`config.mk`:
```
export PLATFORM = sky130hd
export DESIGN_NAME = writebackStage
export DESIGN_NICKNAME = d
export VERILOG_FILES = /design/src/common/isa_pkg.sv /design/src/common/ctrl_pkg.sv /design/src/writebackStage.sv
export VERILOG_INCLUDE_DIRS = /design/src /design/src/common
export SDC_FILE = /design/constraint.sdc
export NUM_CORES = 1
export LEC_CHECK = 0
export BUFFER_PORTS_ARGS = -buffer_cell sky130_fd_sc_hd__buf_2
export CORE_MARGIN = 8
export CORE_UTILIZATION = 39
export CTS_CLUSTER_SIZE = 40
export DETAILED_ROUTE_END_ITERATION = 8
export GPL_ROUTABILITY_DRIVEN = 0
export PLACE_DENSITY = 0.81
export SYNTH_ARGS = -nofsm -noshare
export SYNTH_HDL_FRONTEND = slang
export SYNTH_SLANG_ARGS = --single-unit
```
`constraint.sdc`:
```
create_clock -name clk -period 1.2 [get_ports clk]
set_clock_uncertainty 0.15 [all_clocks]
set_input_delay 0.24 -clock clk [delete_from_list [all_inputs] [get_ports clk]]
set_output_delay 0.24 -clock clk [all_outputs]
set_load 0.02 [all_outputs]
```
`src/common/exec_config.svh`:
```
`ifndef EXEC_CONFIG_SVH
`define EXEC_CONFIG_SVH

// Operand width
`define EXEC_DATA_W 32

// Issue queue entries, also the credit count after reset
`define EXEC_FIFO_DEPTH 4

// Multiply/divide latency in cycles
`define EXEC_MULT_CYCLES 4
`define EXEC_DIV_CYCLES 8

`endif
```
`src/common/isa_pkg.sv`:
```
package isa_pkg;
	typedef logic [4:0]  regIdx;
	typedef logic [5:0]  opcodeField;
	typedef logic [5:0]  functField;
	typedef logic [31:0] instrWord;

	// Primary opcodes, bits 31:26
	typedef enum opcodeField {
		opSpecial = 6'h00, opRegimm = 6'h01, opJ = 6'h02, opJal = 6'h03,
		opBeq = 6'h04, opBne = 6'h05, opBlez = 6'h06, opBgtz = 6'h07,
		opAddi = 6'h08, opAddiu = 6'h09, opSlti = 6'h0a, opSltiu = 6'h0b,
		opAndi = 6'h0c, opOri = 6'h0d, opXori = 6'h0e, opLui = 6'h0f,
		opCop0 = 6'h10, opLb = 6'h20, opLh = 6'h21, opLw = 6'h23,
		opLbu = 6'h24, opLhu = 6'h25, opSb = 6'h28, opSh = 6'h29, opSw = 6'h2b
	} opcodeE;

	// SPECIAL funct codes, bits 5:0
	typedef enum functField {
		fnSll = 6'h00, fnSrl = 6'h02, fnSra = 6'h03, fnSllv = 6'h04,
		fnSrlv = 6'h06, fnSrav = 6'h07, fnJr = 6'h08, fnJalr = 6'h09,
		fnMfhi = 6'h10, fnMthi = 6'h11, fnMflo = 6'h12, fnMtlo = 6'h13,
		fnMult = 6'h18, fnMultu = 6'h19, fnDiv = 6'h1a, fnDivu = 6'h1b,
		fnAdd = 6'h20, fnAddu = 6'h21, fnSub = 6'h22, fnSubu = 6'h23,
		fnAnd = 6'h24, fnOr = 6'h25, fnXor = 6'h26, fnNor = 6'h27,
		fnSlt = 6'h2a, fnSltu = 6'h2b
	} functE;

	// REGIMM branch selects in the rt field
	typedef enum regIdx {rtBltz = 5'h00, rtBgez = 5'h01} regimmE;

	// COP0 move-from in the rs field
	localparam regIdx rsMfc0 = 5'b00000;
endpackage

```
`src/common/ctrl_pkg.sv`:
```
`include "exec_config.svh"

package ctrl_pkg;
	import isa_pkg::*;

	typedef logic [`EXEC_DATA_W-1:0] dataWord;

	typedef enum logic [3:0] {
		aluAdd, aluSub, aluAnd, aluOr, aluXor, aluNor, aluSlt, aluSltu,
		aluSll, aluSrl, aluSra, aluSllv, aluSrlv, aluSrav, aluLui
	} aluOpE;

	typedef enum logic [2:0] {
		mduNone, mduMult, mduMultu, mduDiv, mduDivu, mduMthi, mduMtlo
	} mduOpE;

	typedef enum logic [1:0] {resAlu, resHi, resLo, resLink} resultSelE;

	// Destination register select
	localparam logic [1:0] destRd = 2'd0;
	localparam logic [1:0] destRt = 2'd1;
	localparam logic [1:0] destRa = 2'd2;

	// Immediate extension
	localparam logic [1:0] extZero  = 2'd0;
	localparam logic [1:0] extSign  = 2'd1;
	localparam logic [1:0] extUpper = 2'd2;

	// Load/store access width
	localparam logic [2:0] slByte  = 3'd1;
	localparam logic [2:0] slByteU = 3'd2;
	localparam logic [2:0] slHalf  = 3'd3;
	localparam logic [2:0] slHalfU = 3'd4;
	localparam logic [2:0] slWord  = 3'd5;

	typedef struct packed {
		logic       isBr;
		logic       jump;
		logic       jType;
		logic [1:0] destSel;
		logic       aluBSel;
		resultSelE  resultSel;
		logic       mduEn;
		logic       dmWe;
		logic       dataWbSel;
		logic       regWe;
		logic [1:0] extCtrl;
		aluOpE      aluOp;
		logic [2:0] slCtrl;
		mduOpE      mduOp;
	} ctrlBundle;

	typedef struct packed {
		instrWord instr;
		dataWord  rsVal;
		dataWord  rtVal;
	} issuePkt;

	typedef struct packed {
		regIdx   dest;
		dataWord value;
		logic    regWe;
	} retirePkt;
endpackage

```
`src/writebackStage.sv`:
```
module writebackStage (
	input  logic                clk,
	input  logic                arstN,
	input  logic                strobe,
	input  logic                silent,
	input  ctrl_pkg::ctrlBundle ctrl,
	input  isa_pkg::instrWord   instr,
	input  ctrl_pkg::dataWord   aluResult,
	input  ctrl_pkg::dataWord   hi,
	input  ctrl_pkg::dataWord   lo,
	output ctrl_pkg::retirePkt  retire,
	output logic                retireValid
);
	import isa_pkg::*;
	import ctrl_pkg::*;

	regIdx   dest;
	dataWord value;
	logic    writeEn;

	always_comb
	begin
		case (ctrl.destSel)
			destRd:  dest = instr[15:11];
			destRt:  dest = instr[20:16];
			destRa:  dest = 5'd31;
			default: dest = '0;
		endcase
	end

	always_comb
	begin
		case (ctrl.resultSel)
			resAlu:  value = aluResult;
			resHi:   value = hi;
			resLo:   value = lo;
			// No PC reaches this stage so the link value reads as zero
			resLink: value = '0;
		endcase
	end

	// Loads and COP0 moves have no data source here
	assign writeEn = ctrl.regWe && !silent && !ctrl.dataWbSel
		&& (opcodeE'(instr[31:26]) != opCop0);

	always_ff @(posedge clk or negedge arstN)
	begin
		if (!arstN)
		begin
			retire      <= '0;
			retireValid <= 1'b0;
		end
		else
		begin
			retireValid <= strobe;
			if (strobe)
			begin
				retire.dest  <= silent ? '0 : dest;
				retire.value <= silent ? '0 : value;
				retire.regWe <= writeEn;
			end
		end
	end
endmodule

```
==> impl_metrics.json, run 1 <==
{
  "outcome": "complete, but fails checks",
  "failed_checks": "setup timing",
  "drc": 0,
  "synthTopCellsByArea": "dfrtp_1 42%, o32ai_1 12%, a211oi_1 10%, and2_1 8.5%, a21boi_0 6.7%",
  "crit_path_end_kind": "output pin",
  "wirelength_um": 8170,
  "leakage_uw": 0.00184,
  "post-synth-top-area-cell": "dfrtp_1",
  "peakVddDrop_mv": 0.451,
  "arrival_ns": 0.83,
  "die_x_um": 93.6,
  "mostFrequentLayoutCell": "buf_2",
  "slew_headroom": 0.815,
  "grt_remaining_overflow": 0,
  "insertedDiodeCount": 0,
  "avgSynthCellArea_sq_um": 9.36,
  "cts_tree": "built",
  "power_density_nw_per_um2": 972,
  "routedWlPerCell_um": 16.3,
  "worst_pin_slew_ns": 0.276,
  "drv_slew": 0,
  "grt_max_degree": 49,
  "fp.dieArea_sq_um": 8760,
  "synth_seq_cells": 39,
  "rsz0062_at_grt": "yes",
  "grt_pass1_vias": 2716,
  "min_period_ns": 1.22,
  "clk_transition_reported_paths_ns": 0.07,
  "cts_sinks": 39,
  "path_depth": 1,
  "r2r_cells": 4,
  "dr.pass1.iters": 4,
  "clock_latency_ns": 0.28,
  "max_clock_freq_mhz": 819,
  "grt_usage": 0.174,
  "yosysSeqAreaShare": 0.416,
  "port-buffer-count": 160,
  "ys.warnings.count": 0,
  "endpoint": "retire[24]",
  "fin_util": 0.639,
  "antenna_found_initial": 0,
  "dp_hpwl_um": 5900,
  "cap_viol_max_count": 0,
  "r2r_end": "retire[4]$_DFFE_PN0P_",
  "min_period_over_period": 1.02,
  "power.total_uw": 3660,
  "area_growth_syn_to_layout_pct": 60.1,
  "path_buf_inv": 1,
  "final_antenna_net_count": 0,
  "layout_common_cells": "121 x buf_2, 39 x buf_6, 39 x dfrtp_1",
  "layout_setup_ws_ns": -0.0206,
  "fill_cells": 495,
  "core-area_sq_um": 5890,
  "critPathTopFamily": "flip-flops",
  "grt_pass1_wl_um": 12500,
  "start_kind": "register",
  "reg2reg_from": "retire[4]$_DFFE_PN0P_",
  "syn-num-nets": 407,
  "r2r_slack_ns": 0.17,
  "io_pins": 195,
  "dr_total_vias": 2604,
  "clockBufferDepth": 2,
  "cts_root_buf": "clkbuf_8",
  "cp_slowest_cell": "dfrtp_1",
  "crit_fanout": 2,
  "hp-class": "input pin to register",
  "htreeDepth": 2,
  "crit_start": "retire[24]$_DFFE_PN0P_",
  "drtIter0Drc": 67,
  "netlist_area_sq_um": 2350,
  "crit_type": "register to output pin",
  "setup_viol": 25,
  "die_h_um": 93.6,
  "finalHoldViolations": 0,
  "via_per_inst": 5.21,
  "slowest_delay_ns": 0.41,
  "worstPathCellList": "buf_6",
  "synthCells": 251,
  "initial_core_util": 0.399,
  "fin_nets": 580,
  "synth_top_area_frac": 0.416,
  "required_ns": 0.81,
  "drive_gt1_frac": 0.466,
  "ys_types": 21,
  "rows": 28,
  "numCtsBuffers": 5
}
[final cells by class]
class	count	area, sq um	share of cell area
inverter	38	143	0.0379
timing repair buffer	190	1340	0.355
tap	75	93.8	0.0250
multi-input combinational	150	1110	0.296
sequential	39	976	0.259
clock buffer	8	100	0.0266
[metal layers]
layer	vias up	routed length (um)	part of all wire	GRT usage
li1	1263	-	-	-
met3	14	638	0.078	0.0553
met2	102	4220	0.52	0.306
met1	1225	3170	0.39	0.195
met5	-	0	0	0
met4	0	140	0.017	0.0542
[worst min-delay path by stage]
| stage | end | startpoint | depth (start not counted) |
|---|---|---|---|
| floorplan | retireValid$_DFF_PN0_ | arstN | 0 |
| global placement | retire[11]$_DFFE_PN0P_ | arstN | 2 |
| detailed placement | retire[11]$_DFFE_PN0P_ | arstN | 2 |
| CTS | retire[0]$_DFFE_PN0P_ | ctrl[12] | 2 |
| global route | retire[0]$_DFFE_PN0P_ | ctrl[12] | 2 |
| finish | retire[0]$_DFFE_PN0P_ | ctrl[12] | 2 |
[cell usage after synthesis]
library cell,number
buf_2,14
dfrtp_1,39
nor2_1,1
or2_2,1
inv_1,37
a21boi_1,11
nor2b_1,1
nand2b_1,6
a21boi_0,21
clkbuf_1,5
a211oi_1,32
nand3b_1,1
o32ai_1,32
and2_1,32
nor4_1,1
o22ai_1,5
inv_2,1
a41o_1,1
buf_4,1
clkbuf_2,4
o2bb2ai_1,5
[sequential cells by signal, summed over array words and instances (netlist names)]
signal,cells
retire,38
retireValid,1
[where the power goes]
part | total, uW | internal, uW | switching [uW] | leakage (uW)
combinational | 1190 | 636 | 550 | 0.00128
clock | 953 | 524 | 428 | 0.0000515
sequential | 1520 | 1430 | 85.1 | 0.000508
[logic make-up after synthesis]
kind of cell	Yosys count	synth area share
AOI/OAI and AO/OA	107	0.360
buffers and inverters	62	0.110
DFF	39	0.416
and+or+nand+nor	43	0.114
[timing repair]
action | 4_1_cts | 5_1_grt
setup buffers | 4 | 10
setup endpoints to repair | 39 | 39
resized for setup | 78 | 0
endpoints found under the hold margin | 39 | 0
hold buffers | 1 | 0
[metrics by stage]
step	hold slack [ns]	instances	area, sq um	TNS [ns]	setup slack (ns)
CTS	0.0349	490	3690	-0.650	-0.0357
finish	0.0470	500	3760	-0.177	-0.0206
global placement	0.0728	477	3300	-3.33	-0.135
detailed placement	0.0757	477	3300	-4.38	-0.215
floorplan	-0.206	251	2350	0	0.0319
global route	0.0447	500	3760	-1.39	-0.0569
No activity file was read; power rests on OpenSTA's default activity.
==> run 2: changes to the inputs <==
Settings changed: MAX_ROUTING_LAYER set to met4.
==> impl_metrics.json, run 2 (synthesis results as in run 1) <==
{
  "cts_sinks": 39,
  "initial_core_util": 0.399,
  "crit_start": "retire[24]$_DFFE_PN0P_",
  "hp-class": "input pin to register",
  "grt_pass1_wl_um": 12500,
  "cp_slowest_cell": "dfrtp_1",
  "r2r_slack_ns": 0.17,
  "dp_hpwl_um": 5900,
  "dr.pass1.iters": 4,
  "outcome": "complete, but fails checks",
  "rows": 28,
  "path_buf_inv": 1,
  "cts_root_buf": "clkbuf_8",
  "leakage_uw": 0.00184,
  "arrival_ns": 0.83,
  "largestRegisters": "retire x38, retireValid x1",
  "max_clock_freq_mhz": 819,
  "clock_latency_ns": 0.28,
  "clockBufferDepth": 2,
  "fin_nets": 580,
  "htreeDepth": 2,
  "routedWlPerCell_um": 16.4,
  "fill_cells": 495,
  "failed_checks": "setup timing",
  "r2r_cells": 4,
  "setup_viol": 26,
  "start_kind": "register",
  "io_pins": 195,
  "hold_path_depth": 2,
  "numCtsBuffers": 5,
  "critPathTopFamily": "flip-flops",
  "min_period_ns": 1.22,
  "die_h_um": 93.6,
  "required_ns": 0.81,
  "antenna_found_initial": 0,
  "peakVddDrop_mv": 0.451,
  "power.total_uw": 3660,
  "final_antenna_net_count": 0,
  "worstPathCellList": "buf_6",
  "largest_reg_flops": 38,
  "worst_pin_slew_ns": 0.277,
  "drv_slew": 0,
  "layout_common_cells": "121 x buf_2, 39 x buf_6, 39 x dfrtp_1",
  "mostFrequentLayoutCell": "buf_2",
  "drc": 0,
  "layout_setup_ws_ns": -0.0212,
  "slowest_delay_ns": 0.41,
  "hold_start": "ctrl[12]",
  "reg2reg_from": "retire[4]$_DFFE_PN0P_",
  "slew_headroom": 0.814,
  "die_x_um": 93.6,
  "crit_path_end_kind": "output pin",
  "dr_total_vias": 2623,
  "insertedDiodeCount": 0,
  "r2r_end": "retire[4]$_DFFE_PN0P_",
  "fp.dieArea_sq_um": 8760,
  "area_growth_syn_to_layout_pct": 60.1,
  "power_density_nw_per_um2": 972,
  "fin_util": 0.639,
  "finalHoldViolations": 0,
  "min_to": "retire[0]$_DFFE_PN0P_",
  "cap_viol_max_count": 0,
  "regMostFlops": "retire",
  "crit_type": "register to output pin",
  "crit_fanout": 2,
  "min_period_over_period": 1.02,
  "clk_transition_reported_paths_ns": 0.07,
  "grt_pass1_vias": 2722,
  "drtIter0Drc": 90,
  "grt_usage": 0.179,
  "drive_gt1_frac": 0.466,
  "core-area_sq_um": 5890,
  "cts_tree": "built",
  "port-buffer-count": 160,
  "grt_max_degree": 49,
  "rsz0062_at_grt": "yes",
  "via_per_inst": 5.25,
  "wirelength_um": 8210,
  "grt_remaining_overflow": 0
}
run 2: report_power, final:
part           switching [uW]  total [uW]  internal [uW]  leakage (uW)
Clock                     427         952            524     0.0000515
Combinational             552        1190            636       0.00128
Sequential               85.1        1520           1430      0.000508
Total                    1060        3660           2590       0.00184
run 2: worst max-delay path by stage:
stage                        endpoint  slack [ns]  depth (start not counted)
2_1_floorplan  retire[15]$_DFFE_PN0P_        0.03                          4
3_3_place_gp    retire[7]$_DFFE_PN0P_       -0.13                          5
3_5_place_dp   retire[10]$_DFFE_PN0P_       -0.21                          5
4_1_cts                    retire[19]       -0.04                          1
5_1_grt                    retire[24]       -0.06                          1
6_report                   retire[24]       -0.02                          1
run 2: metal layers:
layer	global-route usage	up-vias	wire, um
li1	-	1264	-
met1	0.202	1227	3250
met2	0.306	116	4210
met3	0.0457	16	610
met4	0.0542	0	138
met5	-	-	0
run 2: worst reg2reg max path, delay by kind of cell (launching register included):
family / cells / cell delay, ns
buffers and inverters: 3 / 0.30
AOI/OAI and AO/OA: 1 / 0.07
DFF: 1 / 0.39
run 2: what timing repair did:
item | CTS | global route
endpoints found under the hold margin | 39 | 0
hold buffers | 1 | 0
endpoints found under the setup margin | 39 | 39
setup buffers | 4 | 10
gates cloned | 0 | 0
resized for setup | 78 | 0
run 2: layout make-up:
cell class / instances / area, sq um / area share
timing repair buffer: 190 / 1340 / 0.355
inverter: 38 / 143 / 0.0379
clock buffer: 8 / 100 / 0.0266
sequential: 39 / 976 / 0.259
tap: 75 / 93.8 / 0.0250
multi-input combinational: 150 / 1110 / 0.296
run 2: metrics by stage:
| stage | setup WS (ns) | TNS (ns) | area (sq um) | hold WS, ns | std cells |
|---|---|---|---|---|---|
| final | -0.0212 | -0.179 | 3760 | 0.0475 | 500 |
| after global routing | -0.0569 | -1.39 | 3760 | 0.0447 | 500 |
| after CTS | -0.0357 | -0.650 | 3690 | 0.0349 | 490 |
| after detailed placement | -0.215 | -4.38 | 3300 | 0.0757 | 477 |
| after global placement | -0.135 | -3.33 | 3300 | 0.0728 | 477 |
| after floorplan | 0.0319 | 0 | 2350 | -0.206 | 251 |
==> run 3: changes to the inputs <==
Settings changed: CORE_UTILIZATION 39 to 35, PLACE_DENSITY 0.81 to 0.77, SLEW_MARGIN set to 20.
Clock period 1.2 ns to 1 ns, I/O delays scaled along.
==> impl_metrics.json, run 3 (synthesis results as in run 1) <==
{
  "max_clock_freq_mhz": 847,
  "dr_total_vias": 2643,
  "timing.hold.ws_ns": 0.0175,
  "grt_remaining_overflow": 0,
  "fp.dieArea_sq_um": 9590,
  "crit_fanout": 2,
  "outcome": "complete, but fails checks",
  "worstPathCellList": "buf_6",
  "arrival_ns": 0.83,
  "cts_tree": "built",
  "port-buffer-count": 160,
  "grt_max_degree": 45,
  "cts_sinks": 39,
  "grt_pass1_wl_um": 13800,
  "drtIter0Drc": 91,
  "drv_slew": 0,
  "switching_share": 0.310,
  "clockBufferDepth": 2,
  "wirelength_um": 8710,
  "start_kind": "register",
  "fill_cells": 543,
  "final_area_sq_um": 4080,
  "die_x_um": 97.9,
  "worst_pin_slew_ns": 0.279,
  "place_area_sq_um": 3530,
  "die_h_um": 97.9,
  "insertedDiodeCount": 0,
  "p_int_uw": 3040,
  "failed_checks": "setup timing",
  "crit_path_end_kind": "output pin",
  "comb_power_share": 0.363,
  "fin_tns_setup_ns": -6.50,
  "fin_nets": 581,
  "grt_usage": 0.177,
  "min_period_over_period": 1.18,
  "finalHoldViolations": 0,
  "peakVddDrop_mv": 0.559,
  "rsz0062_at_grt": "yes",
  "layout_setup_ws_ns": -0.180,
  "min_period_ns": 1.18,
  "cp_slowest_cell": "dfrtp_1",
  "regMostFlops": "retire",
  "rows": 30,
  "clkPwrFrac": 0.223,
  "multi_input_area_sq_um": 1340,
  "routedWlPerCell_um": 17.3,
  "core-area_sq_um": 6640,
  "largestRegisters": "retire x38, retireValid x1",
  "cts_root_buf": "clkbuf_8",
  "dr.pass1.iters": 4,
  "p_switching_uw": 1370,
  "crit_type": "register to output pin",
  "slew_headroom": 0.813,
  "power.total_uw": 4410,
  "required_ns": 0.65,
  "area_growth_syn_to_layout_pct": 73.7,
  "largest_reg_flops": 38,
  "seqPwrFrac": 0.414,
  "critPathTopFamily": "flip-flops",
  "dp_hpwl_um": 6160,
  "slowest_delay_ns": 0.40,
  "hp-class": "input pin to register",
  "path_buf_inv": 1,
  "clk_transition_reported_paths_ns": 0.08,
  "clock_latency_ns": 0.28,
  "via_per_inst": 5.24,
  "numCtsBuffers": 5,
  "initial_core_util": 0.353,
  "cap_viol_max_count": 0,
  "drc": 0,
  "htreeDepth": 2,
  "setup_viol": 39,
  "drive_gt1_frac": 0.557,
  "register_area_sq_um": 976,
  "grt_pass1_vias": 2872,
  "final_antenna_net_count": 0,
  "io_pins": 195,
  "layout_common_cells": "120 x buf_2, 41 x buf_6, 39 x dfrtp_1",
  "antenna_found_initial": 0,
  "leakage_uw": 0.00193,
  "power_density_nw_per_um2": 1080,
  "mostFrequentLayoutCell": "buf_2"
}
run 3: cell count changes in the layout (fill, tap and decap cells not counted), sizes merged:
cell and delta:
clkinv +1, bufbuf +1, inv -1, clkbuf -2
run 3: routing by layer:
metal / part of all wire / track usage / wire, um
met1: 0.41 / 0.198 / 3580
met2: 0.52 / 0.311 / 4540
met5: 0 / - / 0
met4: 0.0086 / 0.0336 / 75
met3: 0.059 / 0.0469 / 518
run 3: final cells by class:
type / instances / area share
Clock buffer: 6 / 0.0178
Inverter: 38 / 0.0380
Multi-Input combinational cell: 150 / 0.329
Sequential cell: 39 / 0.239
Tap cell: 80 / 0.0245
Timing Repair Buffer: 191 / 0.352
run 3: timing repair:
| item | in CTS | in global routing |
|---|---|---|
| endpoints found under the setup margin | 45 | 61 |
| resized for setup | 91 | 8 |
| gates cloned | 2 | 0 |
| setup buffers | 5 | 6 |
| pin swaps | 3 | 3 |
| hold endpoints to repair | 39 | 0 |
| hold buffers | 1 | 0 |
run 3: power groups by stage:
stage	clock, uW	sequential, uW	combinational (uW)
detailed placement	0	1820	1300
global placement	0	1820	1270
CTS	1030	1830	1560
floorplan	0	1990	549
finish	984	1830	1600
global route	1080	1840	1720
run 3: path summary, 6_finish.rpt:
check / startpoint / endpoint / slack [ns] / cells past startpoint
max in group asynchronous: arstN / retire[0]$_DFFE_PN0P_ / 0.21 / 3
setup reg to reg: retire[0]$_DFFE_PN0P_ / retire[0]$_DFFE_PN0P_ / 0.03 / 2
setup / recovery: retire[27]$_DFFE_PN0P_ / retire[27] / -0.18 / 1
hold / removal: ctrl[12] / retire[0]$_DFFE_PN0P_ / 0.02 / 2
min in group asynchronous: arstN / retire[13]$_DFFE_PN0P_ / 0.28 / 3
hold reg to reg: retire[19]$_DFFE_PN0P_ / retire[19]$_DFFE_PN0P_ / 0.40 / 2
run 3: worst reg2reg max path, stage by stage, from the launching register on:
cell	delay (ns)
dfrtp_1	0.39
nor2b_1	0.13
a41o_1	0.19
run 3: stage by stage:
stage / utilization / cells / setup WS, ns
2_1_floorplan: - / 251 / -0.0749
3_3_place_gp: 0.531 / 485 / -0.267
3_5_place_dp: 0.531 / 485 / -0.370
4_1_cts: 0.603 / 499 / -0.203
5_1_grt: 0.614 / 504 / -0.220
6_report: 0.614 / 504 / -0.180
